**src/verilog/ice_cfg.svh**
```systemverilog
`ifndef ICE_CFG_SVH
`define ICE_CFG_SVH

// Number of loopback devices hanging off the master bus
`define ICE_NUM_DEV 4

// Address of device 0, device i answers to base plus i
`define ICE_DEV_BASE 8'h10

// Ring buffer slot address width, 32 entries per device
`define ICE_SLOT_W 5

// Credits the transmit side owns after reset
`define ICE_TX_CREDITS 4

// Width of the credit counter
`define ICE_CREDIT_W 3

`endif

```
**src/verilog/ice_pkg.sv**
```systemverilog
`default_nettype none
`include "ice_cfg.svh"

package ice_pkg;

	typedef logic [7:0] ice_char_t;

	// Bit 8 flags the last entry of a stored response
	typedef logic [8:0] ice_entry_t;

	typedef logic [`ICE_SLOT_W-1:0] ice_slot_t;

	typedef enum logic [2:0] {
		RX_IDLE,
		RX_ID,
		RX_LEN,
		RX_PYLD,
		RX_DISCARD
	} ice_rx_state_t;

	typedef enum logic [2:0] {
		TX_IDLE,
		TX_SCAN,
		TX_HEADER,
		TX_LEN,
		TX_PAYLOAD
	} ice_tx_state_t;

	typedef struct packed {
		logic      valid;
		ice_char_t data;
	} ice_link_t;

	typedef struct packed {
		logic      frame_valid;
		logic      data_valid;
		ice_char_t addr;
		ice_char_t data;
	} ice_ma_bus_t;

	typedef struct packed {
		ice_slot_t  tail;
		ice_entry_t data;
	} ice_sl_rsp_t;

	typedef struct packed {
		logic      valid;
		ice_char_t evt_id;
	} ice_nak_t;

endpackage

`default_nettype wire

```
**src/verilog/ice_bus_controller.sv**
```systemverilog
`default_nettype none
`include "ice_cfg.svh"

module ice_bus_controller (
	input  wire                        clk,
	input  wire                        rst,
	input  wire ice_pkg::ice_link_t    rx,
	input  wire                        tx_credit,
	output ice_pkg::ice_link_t         tx,
	output ice_pkg::ice_nak_t          nak,
	output ice_pkg::ice_ma_bus_t       ma_bus,
	input  wire                        sl_ovf_any,
	input  wire                        granted,
	input  wire ice_pkg::ice_sl_rsp_t  sl_rsp,
	output ice_pkg::ice_slot_t         sl_addr,
	output logic                       sl_release
);
	import ice_pkg::*;

	ice_rx_state_t rx_state;
	ice_rx_state_t rx_next;
	ice_char_t     addr_q;
	ice_char_t     evt_id;
	ice_char_t     pyld_len;
	ice_char_t     pyld_cnt;
	logic          pyld_done;
	logic          take_addr;
	logic          take_id;
	logic          take_len;
	logic          cnt_clr;
	logic          cnt_inc;

	ice_tx_state_t            tx_state;
	ice_tx_state_t            tx_next;
	ice_slot_t                rd_off;
	ice_slot_t                last_off;
	logic [`ICE_CREDIT_W-1:0] credit;
	logic                     have_credit;
	logic                     off_clr;
	logic                     off_inc;
	logic                     save_last;

	// All payload characters of the current frame are in
	assign pyld_done = (pyld_cnt == pyld_len);

	always_comb begin
		rx_next = rx_state;
		take_addr = 1'b0;
		take_id = 1'b0;
		take_len = 1'b0;
		cnt_clr = 1'b0;
		cnt_inc = 1'b0;
		ma_bus.frame_valid = 1'b0;
		ma_bus.data_valid = 1'b0;
		ma_bus.addr = addr_q;
		ma_bus.data = rx.data;
		nak.valid = 1'b0;
		nak.evt_id = evt_id;

		case (rx_state)
			RX_IDLE: begin
				take_addr = rx.valid;
				if (rx.valid)
					rx_next = RX_ID;
			end

			RX_ID: begin
				ma_bus.frame_valid = 1'b1;
				ma_bus.data_valid = rx.valid;
				take_id = rx.valid;
				if (rx.valid)
					rx_next = RX_LEN;
			end

			RX_LEN: begin
				ma_bus.frame_valid = 1'b1;
				ma_bus.data_valid = rx.valid;
				take_len = rx.valid;
				cnt_clr = rx.valid;
				if (rx.valid)
					rx_next = RX_PYLD;
			end

			// Overflow wins over the end of frame, so a short frame still NAKs
			RX_PYLD: begin
				if (sl_ovf_any) begin
					nak.valid = 1'b1;
					if (pyld_done) begin
						take_addr = rx.valid;
						rx_next = rx.valid ? RX_ID : RX_IDLE;
					end else begin
						cnt_inc = rx.valid;
						rx_next = RX_DISCARD;
					end
				end else if (pyld_done) begin
					// A new address may follow the last payload directly
					take_addr = rx.valid;
					rx_next = rx.valid ? RX_ID : RX_IDLE;
				end else begin
					ma_bus.frame_valid = 1'b1;
					ma_bus.data_valid = rx.valid;
					cnt_inc = rx.valid;
				end
			end

			// Swallow the rest of a dropped frame
			RX_DISCARD: begin
				if (pyld_done) begin
					take_addr = rx.valid;
					rx_next = rx.valid ? RX_ID : RX_IDLE;
				end else begin
					cnt_inc = rx.valid;
				end
			end

			default: rx_next = RX_IDLE;
		endcase
	end

	always_ff @(posedge clk) begin
		if (take_addr)
			addr_q <= rx.data;
		if (take_id)
			evt_id <= rx.data;
		if (take_len)
			pyld_len <= rx.data;

		if (rst) begin
			rx_state <= RX_IDLE;
			pyld_cnt <= '0;
		end else begin
			rx_state <= rx_next;
			if (cnt_clr)
				pyld_cnt <= '0;
			else if (cnt_inc)
				pyld_cnt <= pyld_cnt + 1'b1;
		end
	end

	assign have_credit = (credit != '0);
	assign sl_addr = sl_rsp.tail + rd_off;

	always_comb begin
		tx_next = tx_state;
		off_clr = 1'b0;
		off_inc = 1'b0;
		save_last = 1'b0;
		sl_release = 1'b0;
		tx.valid = 1'b0;
		tx.data = sl_rsp.data[7:0];

		case (tx_state)
			TX_IDLE: begin
				off_clr = 1'b1;
				if (granted)
					tx_next = TX_SCAN;
			end

			// Walk the granted buffer up to the marked entry
			TX_SCAN: begin
				if (sl_rsp.data[8]) begin
					save_last = 1'b1;
					off_clr = 1'b1;
					tx_next = TX_HEADER;
				end else begin
					off_inc = 1'b1;
				end
			end

			// Event id then device address, an empty response stays on its last entry
			TX_HEADER: begin
				tx.valid = have_credit;
				off_inc = have_credit && (rd_off != last_off);
				if (have_credit && rd_off == ice_slot_t'(1))
					tx_next = TX_LEN;
			end

			TX_LEN: begin
				tx.valid = have_credit;
				tx.data = ice_char_t'(last_off - 1'b1);
				if (have_credit) begin
					if (last_off == ice_slot_t'(1)) begin
						sl_release = 1'b1;
						tx_next = TX_IDLE;
					end else begin
						tx_next = TX_PAYLOAD;
					end
				end
			end

			TX_PAYLOAD: begin
				tx.valid = have_credit;
				if (have_credit) begin
					if (rd_off == last_off) begin
						sl_release = 1'b1;
						tx_next = TX_IDLE;
					end else begin
						off_inc = 1'b1;
					end
				end
			end

			default: tx_next = TX_IDLE;
		endcase
	end

	always_ff @(posedge clk) begin
		if (save_last)
			last_off <= rd_off;

		if (rst) begin
			tx_state <= TX_IDLE;
			rd_off <= '0;
			credit <= `ICE_CREDIT_W'(`ICE_TX_CREDITS);
		end else begin
			tx_state <= tx_next;
			if (off_clr)
				rd_off <= '0;
			else if (off_inc)
				rd_off <= rd_off + 1'b1;

			case ({tx_credit, tx.valid})
				2'b10: credit <= credit + 1'b1;
				2'b01: credit <= credit - 1'b1;
				default: credit <= credit;
			endcase
		end
	end

	// The link never hands back more credits than it was given
	assert property (@(posedge clk) disable iff (rst)
		credit <= `ICE_CREDIT_W'(`ICE_TX_CREDITS));

	assert property (@(posedge clk) disable iff (rst)
		tx.valid |-> credit != '0);

endmodule

`default_nettype wire

```
**src/verilog/ice_bus_device.sv**
```systemverilog
`default_nettype none
`include "ice_cfg.svh"

module ice_bus_device #(
	parameter ice_pkg::ice_char_t DEV_ADDR = 8'h10
) (
	input  wire                        clk,
	input  wire                        rst,
	input  wire ice_pkg::ice_ma_bus_t  ma_bus,
	input  wire ice_pkg::ice_slot_t    sl_addr,
	input  wire                        sl_release,
	input  wire                        sl_grant,
	output logic                       sl_req,
	output logic                       sl_ovf,
	output ice_pkg::ice_sl_rsp_t       sl_rsp
);
	import ice_pkg::*;

	ice_entry_t mem [2**`ICE_SLOT_W];
	ice_slot_t  head;
	ice_slot_t  tail;
	ice_slot_t  wptr;
	ice_slot_t  free_slots;
	ice_slot_t  wr_addr;
	ice_entry_t wr_data;
	ice_char_t  left;
	logic       got_id;
	logic       got_len;
	logic       match;
	logic       accept;
	logic       fits;
	logic       wr_en;

	// One slot always stays empty so head equal to tail means no data
	assign free_slots = tail - head - 1'b1;
	assign fits = 9'(free_slots) >= 9'(ma_bus.data) + 9'd2;

	always_comb begin
		wr_en = 1'b0;
		wr_addr = wptr;
		wr_data = {1'b0, ma_bus.data};
		if (ma_bus.data_valid) begin
			if (!got_id) begin
				// Slot at wptr is free, so the id may land before acceptance
				wr_en = (ma_bus.addr == DEV_ADDR);
			end else if (!got_len) begin
				wr_en = match && fits;
				wr_addr = wptr + 1'b1;
				wr_data = {(ma_bus.data == '0), DEV_ADDR};
			end else begin
				wr_en = accept && (left != '0);
				wr_data = {(left == 8'd1), ma_bus.data};
			end
		end
	end

	always_ff @(posedge clk) begin
		if (wr_en)
			mem[wr_addr] <= wr_data;
	end

	always_ff @(posedge clk) begin
		if (ma_bus.data_valid && got_id && !got_len)
			left <= ma_bus.data;
		else if (wr_en && got_len)
			left <= left - 1'b1;

		if (rst) begin
			head <= '0;
			tail <= '0;
			wptr <= '0;
			got_id <= 1'b0;
			got_len <= 1'b0;
			match <= 1'b0;
			accept <= 1'b0;
			sl_ovf <= 1'b0;
		end else begin
			if (sl_release && sl_grant)
				tail <= sl_addr + 1'b1;

			if (!ma_bus.frame_valid) begin
				// Frame over, commit what was accepted
				if (accept)
					head <= wptr;
				got_id <= 1'b0;
				got_len <= 1'b0;
				match <= 1'b0;
				accept <= 1'b0;
				sl_ovf <= 1'b0;
			end else if (ma_bus.data_valid) begin
				if (!got_id) begin
					got_id <= 1'b1;
					match <= (ma_bus.addr == DEV_ADDR);
				end else if (!got_len) begin
					got_len <= 1'b1;
					if (match && fits) begin
						accept <= 1'b1;
						wptr <= wptr + 2'd2;
					end else if (match) begin
						sl_ovf <= 1'b1;
					end
				end else if (wr_en) begin
					wptr <= wptr + 1'b1;
				end
			end
		end
	end

	assign sl_req = (head != tail);
	assign sl_rsp.tail = tail;
	assign sl_rsp.data = mem[sl_addr];

	// Acceptance test plus concurrent drain must never let writes overrun
	assert property (@(posedge clk) disable iff (rst)
		accept |-> wptr != tail);

endmodule

`default_nettype wire

```
**src/verilog/ice_bus_arbiter.sv**
```systemverilog
`default_nettype none

module ice_bus_arbiter #(
	parameter int NUM_DEV = 4
) (
	input  wire                        clk,
	input  wire                        rst,
	input  wire [NUM_DEV-1:0]          sl_req,
	input  wire [NUM_DEV-1:0]          sl_ovf,
	input  wire ice_pkg::ice_sl_rsp_t  rsp_in [NUM_DEV],
	input  wire                        sl_release,
	output logic [NUM_DEV-1:0]         sl_grant,
	output logic                       granted,
	output ice_pkg::ice_sl_rsp_t       rsp_out,
	output logic                       sl_ovf_any
);

	logic [NUM_DEV-1:0] lowest;

	// Isolate the lowest set request bit
	assign lowest = sl_req & (~sl_req + 1'b1);

	always_ff @(posedge clk) begin
		if (rst)
			sl_grant <= '0;
		else if (sl_release)
			sl_grant <= '0;
		else if (sl_grant == '0)
			sl_grant <= lowest;
	end

	assign granted = |sl_grant;
	assign sl_ovf_any = |sl_ovf;

	always_comb begin
		rsp_out = rsp_in[0];
		for (int i = 0; i < NUM_DEV; i++) begin
			if (sl_grant[i])
				rsp_out = rsp_in[i];
		end
	end

	assert property (@(posedge clk) disable iff (rst)
		$onehot0(sl_grant));

endmodule

`default_nettype wire

```
**src/verilog/ice_bus_top.sv**
```systemverilog
`default_nettype none
`include "ice_cfg.svh"

module ice_bus_top (
	input  wire                      clk,
	input  wire                      rst,
	input  wire ice_pkg::ice_link_t  rx,
	input  wire                      tx_credit,
	output ice_pkg::ice_link_t       tx,
	output ice_pkg::ice_nak_t        nak
);
	import ice_pkg::*;

	ice_ma_bus_t             ma_bus;
	ice_slot_t               sl_addr;
	ice_sl_rsp_t             rsp_granted;
	logic                    sl_release;
	logic                    granted;
	logic                    sl_ovf_any;
	logic [`ICE_NUM_DEV-1:0] sl_grant;
	wire [`ICE_NUM_DEV-1:0]  sl_req;
	wire [`ICE_NUM_DEV-1:0]  sl_ovf;
	wire ice_sl_rsp_t        sl_rsp [`ICE_NUM_DEV];

	ice_bus_controller ctrl_i (
		.clk        (clk),
		.rst        (rst),
		.rx         (rx),
		.tx_credit  (tx_credit),
		.tx         (tx),
		.nak        (nak),
		.ma_bus     (ma_bus),
		.sl_ovf_any (sl_ovf_any),
		.granted    (granted),
		.sl_rsp     (rsp_granted),
		.sl_addr    (sl_addr),
		.sl_release (sl_release)
	);

	ice_bus_arbiter #(
		.NUM_DEV (`ICE_NUM_DEV)
	) arb_i (
		.clk        (clk),
		.rst        (rst),
		.sl_req     (sl_req),
		.sl_ovf     (sl_ovf),
		.rsp_in     (sl_rsp),
		.sl_release (sl_release),
		.sl_grant   (sl_grant),
		.granted    (granted),
		.rsp_out    (rsp_granted),
		.sl_ovf_any (sl_ovf_any)
	);

	for (genvar i = 0; i < `ICE_NUM_DEV; i++) begin : g_dev
		ice_bus_device #(
			.DEV_ADDR (ice_char_t'(`ICE_DEV_BASE + i))
		) dev_i (
			.clk        (clk),
			.rst        (rst),
			.ma_bus     (ma_bus),
			.sl_addr    (sl_addr),
			.sl_release (sl_release),
			.sl_grant   (sl_grant[i]),
			.sl_req     (sl_req[i]),
			.sl_ovf     (sl_ovf[i]),
			.sl_rsp     (sl_rsp[i])
		);
	end

endmodule

`default_nettype wire

```
**config.mk**
```make
export PLATFORM = sky130hd
export DESIGN_NAME = ice_bus_top
export DESIGN_NICKNAME = d
export VERILOG_FILES = /design/src/verilog/ice_pkg.sv /design/src/verilog/ice_bus_controller.sv /design/src/verilog/ice_bus_device.sv /design/src/verilog/ice_bus_arbiter.sv /design/src/verilog/ice_bus_top.sv
export VERILOG_INCLUDE_DIRS = /design/src /design/src/verilog
export SDC_FILE = /design/constraint.sdc
export NUM_CORES = 2
export LEC_CHECK = 0
export ABC_AREA = 1
export BUFFER_PORTS_ARGS = -buffer_cell sky130_fd_sc_hd__buf_2
export CORE_MARGIN = 2
export CORE_UTILIZATION = 45
export DETAILED_ROUTE_END_ITERATION = 8
export HOLD_SLACK_MARGIN = 0.03
export MAX_ROUTING_LAYER = met4
export PLACE_DENSITY = 0.66
export SLEW_MARGIN = 30
export SYNTH_ARGS = -nofsm -noshare
export SYNTH_HDL_FRONTEND = slang
export SYNTH_SLANG_ARGS = --single-unit
```
**constraint.sdc**
```tcl
create_clock -name clk -period 7.5 [get_ports clk]
set_clock_uncertainty 0.2 [all_clocks]
set_input_delay 0.75 -clock clk [delete_from_list [all_inputs] [get_ports clk]]
set_output_delay 0.75 -clock clk [all_outputs]
set_load 0.02 [all_outputs]
```
# --- Word level (Yosys, flattened, before mapping) ---
# Memories as Yosys holds them, arrays and structs flattened.
# Index checks and enable logic that the tools add are counted.
word_totals:
  ff_bits: 161
  latchBits: 0
  ram_bits: 1152
  rom_bits: 0
  inputBits: 12
  word_cells: 303
  mem_count: 4
mem_list:
  columns: ["memory", "words", "width", "rd", "rd_clocked_by_memory_dff", "wr", "line_no", "text"]
  rows:
  - ["g_dev[0].dev_i.mem", 32, 9, 1, 0, 1, "ice_bus_device.sv:19", "ice_entry_t mem [2**`ICE_SLOT_W];"]
  - ["g_dev[1].dev_i.mem", 32, 9, 1, 0, 1, "ice_bus_device.sv:19", null]
  - ["g_dev[2].dev_i.mem", 32, 9, 1, 0, 1, "ice_bus_device.sv:19", null]
  - ["g_dev[3].dev_i.mem", 32, 9, 1, 0, 1, "ice_bus_device.sv:19", null]
op_classes:
  addsub: 29
  multipliers: 0
  n_div: 0
  magnitude_cmp: 4
  n_eq_ne: 40
  shift: 0
  n_mux: 109
  bitwise: 9
  n_reduce_logical: 68
op_table:
  columns: ["cell", "n"]
  rows:
  - ["$mux W5", 24]
  - ["$mux W9", 12]
  - ["$mux W8", 9]
  - ["$mux W14", 3]
  - ["$reduce_and A5 Y1", 8]
  - ["$mux W3", 13]
  - ["$mux W1", 38]
  - ["$ge A5 B9 Y1", 4]
  - ["$eq A8 B1 Y1 const B", 4]
  - ["$eq A8 B5 Y1 const B", 4]
  - ["$reduce_bool A8 Y1", 4]
  - ["$sub A8 B1 Y8 const B", 4]
  - ["$add A5 B1 Y5 const B", 6]
  - ["$pmux W3 S5", 2]
  - ["$ne A5 B5 Y1", 5]
  - ["$add A5 B2 Y5 const B", 4]
  - ["$logic_and A1 B1 Y1", 20]
  - ["$sub A5 B1 Y5 const B", 4]
  - ["$sub A5 B5 Y5", 4]
  - ["$reduce_bool A2 Y1", 9]
  - ["$reduce_and A4 Y1", 4]
  - ["$ne A2 B2 Y1 const B", 7]
  - ["$eq A3 B2 Y1 const B", 4]
  - ["$ne A2 B1 Y1 const B", 6]
  - ["other kinds (33)", 57]

# --- Longest topological paths before layout ---
logic_depth:
  ltp_mapped: 27
  depth_no_buf: 23

# --- Cells and area by module ---
# Synthesis repeated with hierarchy kept, for this count alone.
hier_totals:
  hier_cells: 4984
  hier_area_um2: 57238.6
by_module_without_submodules:
  columns: ["module", "n_inst", "cells_per_inst", "area_each_um2", "seq_area_each_um2"]
  rows:
  - ["ice_bus_device at g_dev[1].dev_i", 1, 1133, 13447.9, 9288.9]
  - ["ice_bus_device at g_dev[0].dev_i", 1, 1133, 13442.9, 9288.9]
  - ["ice_bus_device at g_dev[2].dev_i", 1, 1126, 13440.4, 9288.9]
  - ["ice_bus_device at g_dev[3].dev_i", 1, 1128, 13366.6, 9288.9]
  - ["ice_bus_controller", 1, 352, 2920.3, 1311.3]
  - ["ice_bus_arbiter", 1, 112, 620.6, 80.1]

# --- Worst setup path after synthesis ---
# No wires, ideal clock.
synth_timing:
  kind: "flip-flop to flip-flop"
  startpoint: "register ctrl_i.pyld_len[3]"
  endpoint: "memory g_dev[0].dev_i.mem[0][2] (netlist name), data pin"
  setup_ns: 0.798
  arrival_ns: 4.464
  t_required_ns: 6.502
  setup_slack_ns: 2.038
  path_stages_with_launch: 13
  path_buffers: 1
  cell_sequence: "edfxtp_1 -> xnor2_1 -> nand2_1 -> nor2_1 -> nand3_2 -> nand3_2 -> nand2_2 -> nand2_4 -> nor2_8 -> nand2_4 -> clkinv_1 -> clkbuf_1 -> nor2_1"
synth_between:
  elab_chain_len: 5
synth_rtl:
  columns: ["item", "line_no", "text"]
  rows:
  - ["start: declaration", "ice_bus_controller.sv:24", "ice_char_t pyld_len;"]
  - ["start signal: assignment", "ice_bus_controller.sv:126", "pyld_len <= rx.data;"]
  - ["$eq A8 B8 Y1", "ice_bus_controller.sv:44", "assign pyld_done = (pyld_cnt == pyld_len);"]
  - ["$mux W2", "ice_bus_controller.sv:95", "end else if (pyld_done) begin"]
  - ["$mux W2", "ice_bus_controller.sv:86", "if (sl_ovf_any) begin"]
  - ["$pmux W2 S2", "ice_bus_controller.sv:60", "case (rx_state)"]
  - ["$mux W9", "ice_bus_device.sv:42", "if (ma_bus.data_valid) begin"]
  - ["net g_dev[0].dev_i.wr_data[2]", "ice_bus_device.sv:25", "ice_entry_t wr_data;"]
  - ["end: declaration", "ice_bus_device.sv:19", null]
# The timed path passes the listed nets, and every way through them passes these cells.

==> impl_results.md <==
* Outcome: completed
* CTS Hold Bufs at 0
* Vias per cell at 5.73
* Layout Utilization at between 50 and 60%
* Number of flops mapped to enable cells by yosys at around 1200
* Synth top area cells: edfxtp_1 65%, o21ai_0 6.4%, nor2_1 5.4%
* Peak supply drop at 272 uV
* Io pins at 30
* Clock slew at reported path FFs at roughly 60 ps
* CTS tree: done
* Die Span Y at 358 um
* Die Area at approximately 130000 sq um
* Final RePlAce weighted congestion at 0.895
* Worst Tran Pin Value at 1040 ps
* Initial DRC Count at 4212
* CTS Buf Count at 134
* Grt total ovfl at 0
* Max_cap viols at 0
* PortBufs at 29
* Fill cell count at about 11000
* DPL Wire Length at 81800 um
* Arr. time, crit path at 6200 ps
* Most used DFF post-synth: edfxtp_1
* DR DRC count at 0
* R2R Setup Slk at 1650 ps
* Clock Latency Late Sink at 760 ps
* Setup crit end: tx[7]
* Sinks on Clock Net at 1313
* Min cycle time layout at 7150 ps
* Core ar. at 124000 sq um
* Endpoints failing hold at 0
* Crit Reg-Reg Endpoint: ctrl_i.rd_off[0]$_SDFFE_PP0P_
* Setup crit start: arb_i.sl_grant[1]$_SDFFE_PP0N_
* Kind of critical path: register to output pin
* Rows at about 130
* Post-Syn Area at 56300 sq um
* Critical path fanouts, max at 37
* Final WL at 143000 um
* Clk root buf: clkbuf_16
* Synth top area share at 64.7%
* PD cells at approximately 270 nW/um^2
* DIE WIDTH at 358 um
* Post-Syn Area per Cell at 11.3 sq um
* Pins Over Slew Limit at 0
* Worst Hold Class: input port to register
* Post-synthesis sequential area ratio at 68.2%
* Highest clock rate at 140 MHz
* Largest net degree at the start of global routing at around 190
* Distinct cells, synth at 48
* Top-count cell post-synth: edfxtp_1
* Via Count at 38300
* Final setup fails at 0
* Async S/R FF share, synth at 0%
* Setup Total Neg Slack at 0 ps
* Crit path capture type: output pin
* Leak at 21.6 nW
* Layout area overhead at 10.7%
* Detail Route Antenna Nets at 0
* Max H-tree Level at 4
* Total global-route track usage at 23.0%
* Vias in the first global route at ~37000
* Ys Warns at 0
* Placed cell areas at 58000 sq um
* Detailed-router iteration count before antenna repair at 6
* Final worst path period share at 95.4%
* Multi-input gate area at 16000 sq um
* Synth Register Bits at 1313
* Fin area at just over 60000 sq um
* Syn Inst Count at 4996
* CP Launch Type: register
* Syn nets at 5086
* Slew headroom at 30.4%
* Starting density of the core at 45.4%
* Synth area leader: edfxtp_1
* Post-synth top cells: 1213 x edfxtp_1, 817 x nor2_1, 719 x o21ai_0, 694 x nand2_1, 231 x o22ai_1
* Share of cells above drive strength 1 at 7.78%
* Number of antenna violations at the first check in global routing at 1
* Per-cell routed wire length at 21.4 um
* First-pass GRT wire length at 219000 um
* FF-to-FF path depth at 18
* RSZ-0062 raised after global routing: false
* CTS max path bufs at 3
* Final nets at 5031
* Worst path required time at 6550 ps
* Reg-to-reg startpoint: arb_i.sl_grant[1]$_SDFFE_PP0N_
* Register area at a little under 40000 sq um
-- layout make-up --
class	instances	area share, %
clock inverters	64	0.963
inverters	220	1.36
well taps	1637	3.29
multi-input cells	3185	25.7
flip-flops and latches	1313	61.6
diodes	1	0.00401
repair buffers	87	1.23
clock buffers	172	5.83
-- cell families (layout without fill, tap and decap cells) --
family | count (synthesis) | after routing | synth area share [%]
flops | 1313 | 1313 | 68.2
xor+xnor | 73 | 73 | 1.16
buf+inv | 498 | 543 | 3.78
compound gates | 1243 | 1243 | 11.9
fa+ha+maj | 78 | 78 | 1.81
simple gates | 1791 | 1791 | 13.1
other cells | 0 | 1 | 0
-- critical path, cell delays in order, from the launching register on --
cell	delay [ps]
dfxtp_1	630
clkinvlp_4	260
buf_4	230
nand2_1	70
nand3_1	60
o21ai_0	120
o21ai_0	140
ha_1	470
a21oi_1	260
nand2_1	70
nand2_1	100
nand2_4	260
inv_2	770
a21oi_1	170
o21ai_0	700
nand3_1	240
nand3_1	210
nand3_1	220
nand3_1	140
nand2_1	90
buf_2	170
-- cells in the final DEF (no fill, tap or decap), drive strengths merged, types with 14 or more instances in the layout --
master,netlist,routed
ha,72,72
nor3,25,25
clkinv,4,53
inv,216,220
nor2,822,822
nand3,196,196
clkbuf,137,172
a21oi,220,220
a31oi,15,15
or2,14,14
nand2,708,708
dfxtp,100,100
o21ai,741,741
xor2,43,43
o22ai,231,231
o211ai,16,16
edfxtp,1213,1213
buf,141,87
nand4,17,17
xnor2,30,30
-- power by group --
part / internal (mW) / switching (mW) / total, mW
sequential: 8.02 / 0.0243 / 8.04
clock: 3.76 / 2.78 / 6.54
combinational: 0.644 / 1.74 / 2.38
total: 12.4 / 4.54 / 17.0
-- what timing repair did --
action / in CTS / in global routing
setup endpoints to repair: 0 / 8
gates resized for setup: 0 / 7
buffers inserted: 0 / 3
-- through the flow --
step / cells / setup WS, ps / hold slack (ps) / power (mW)
detailed placement: 6439 / 987 / 244 / 10.5
global route: 6679 / 91.9 / 130 / 17.6
global placement: 6439 / 1050 / 239 / 10.5
finish: 6679 / 347 / 134 / 17.0
CTS: 6675 / 163 / 107 / 17.0
floorplan: 4996 / 2040 / 230 / 9.86
-- state kept, by name (all words and copies together) (netlist names), 8 cells and up --
register and count:
ctrl_i.evt_id 8, ctrl_i.pyld_cnt 8, g_dev.dev_i.wptr 20, ctrl_i.addr_q 8
g_dev.dev_i.head 20, g_dev.dev_i.mem 1152, ctrl_i.pyld_len 8, g_dev.dev_i.tail 20
g_dev.dev_i.left 32
-- layer usage --
metal	vias to the layer above	share of wire [%]	wire [um]	GRT usage [%]
li1	17700	-	-	-
met1	18800	42	60400	31.1
met2	1559	46	66300	35.1
met3	258	8.4	12000	4.12
met4	0	3.0	4330	7.85
met5	-	0	0	-
-- how the worst min path moves through the flow --
stage | slack [ps] | cells after the start | from | to
2_1_floorplan | 230 | 2 | g_dev[1].dev_i.sl_ovf$_SDFFE_PP0P_ | g_dev[1].dev_i.sl_ovf$_SDFFE_PP0P_
3_3_place_gp | 240 | 2 | g_dev[1].dev_i.sl_ovf$_SDFFE_PP0P_ | g_dev[1].dev_i.sl_ovf$_SDFFE_PP0P_
3_5_place_dp | 240 | 2 | g_dev[1].dev_i.sl_ovf$_SDFFE_PP0P_ | g_dev[1].dev_i.sl_ovf$_SDFFE_PP0P_
4_1_cts | 110 | 1 | rx[5] | ctrl_i.evt_id[5]$_DFFE_PP_
5_1_grt | 130 | 1 | rx[5] | ctrl_i.evt_id[5]$_DFFE_PP_
6_report | 130 | 1 | rx[5] | ctrl_i.evt_id[5]$_DFFE_PP_
Note: power is estimated with default switching activity, not from simulation.
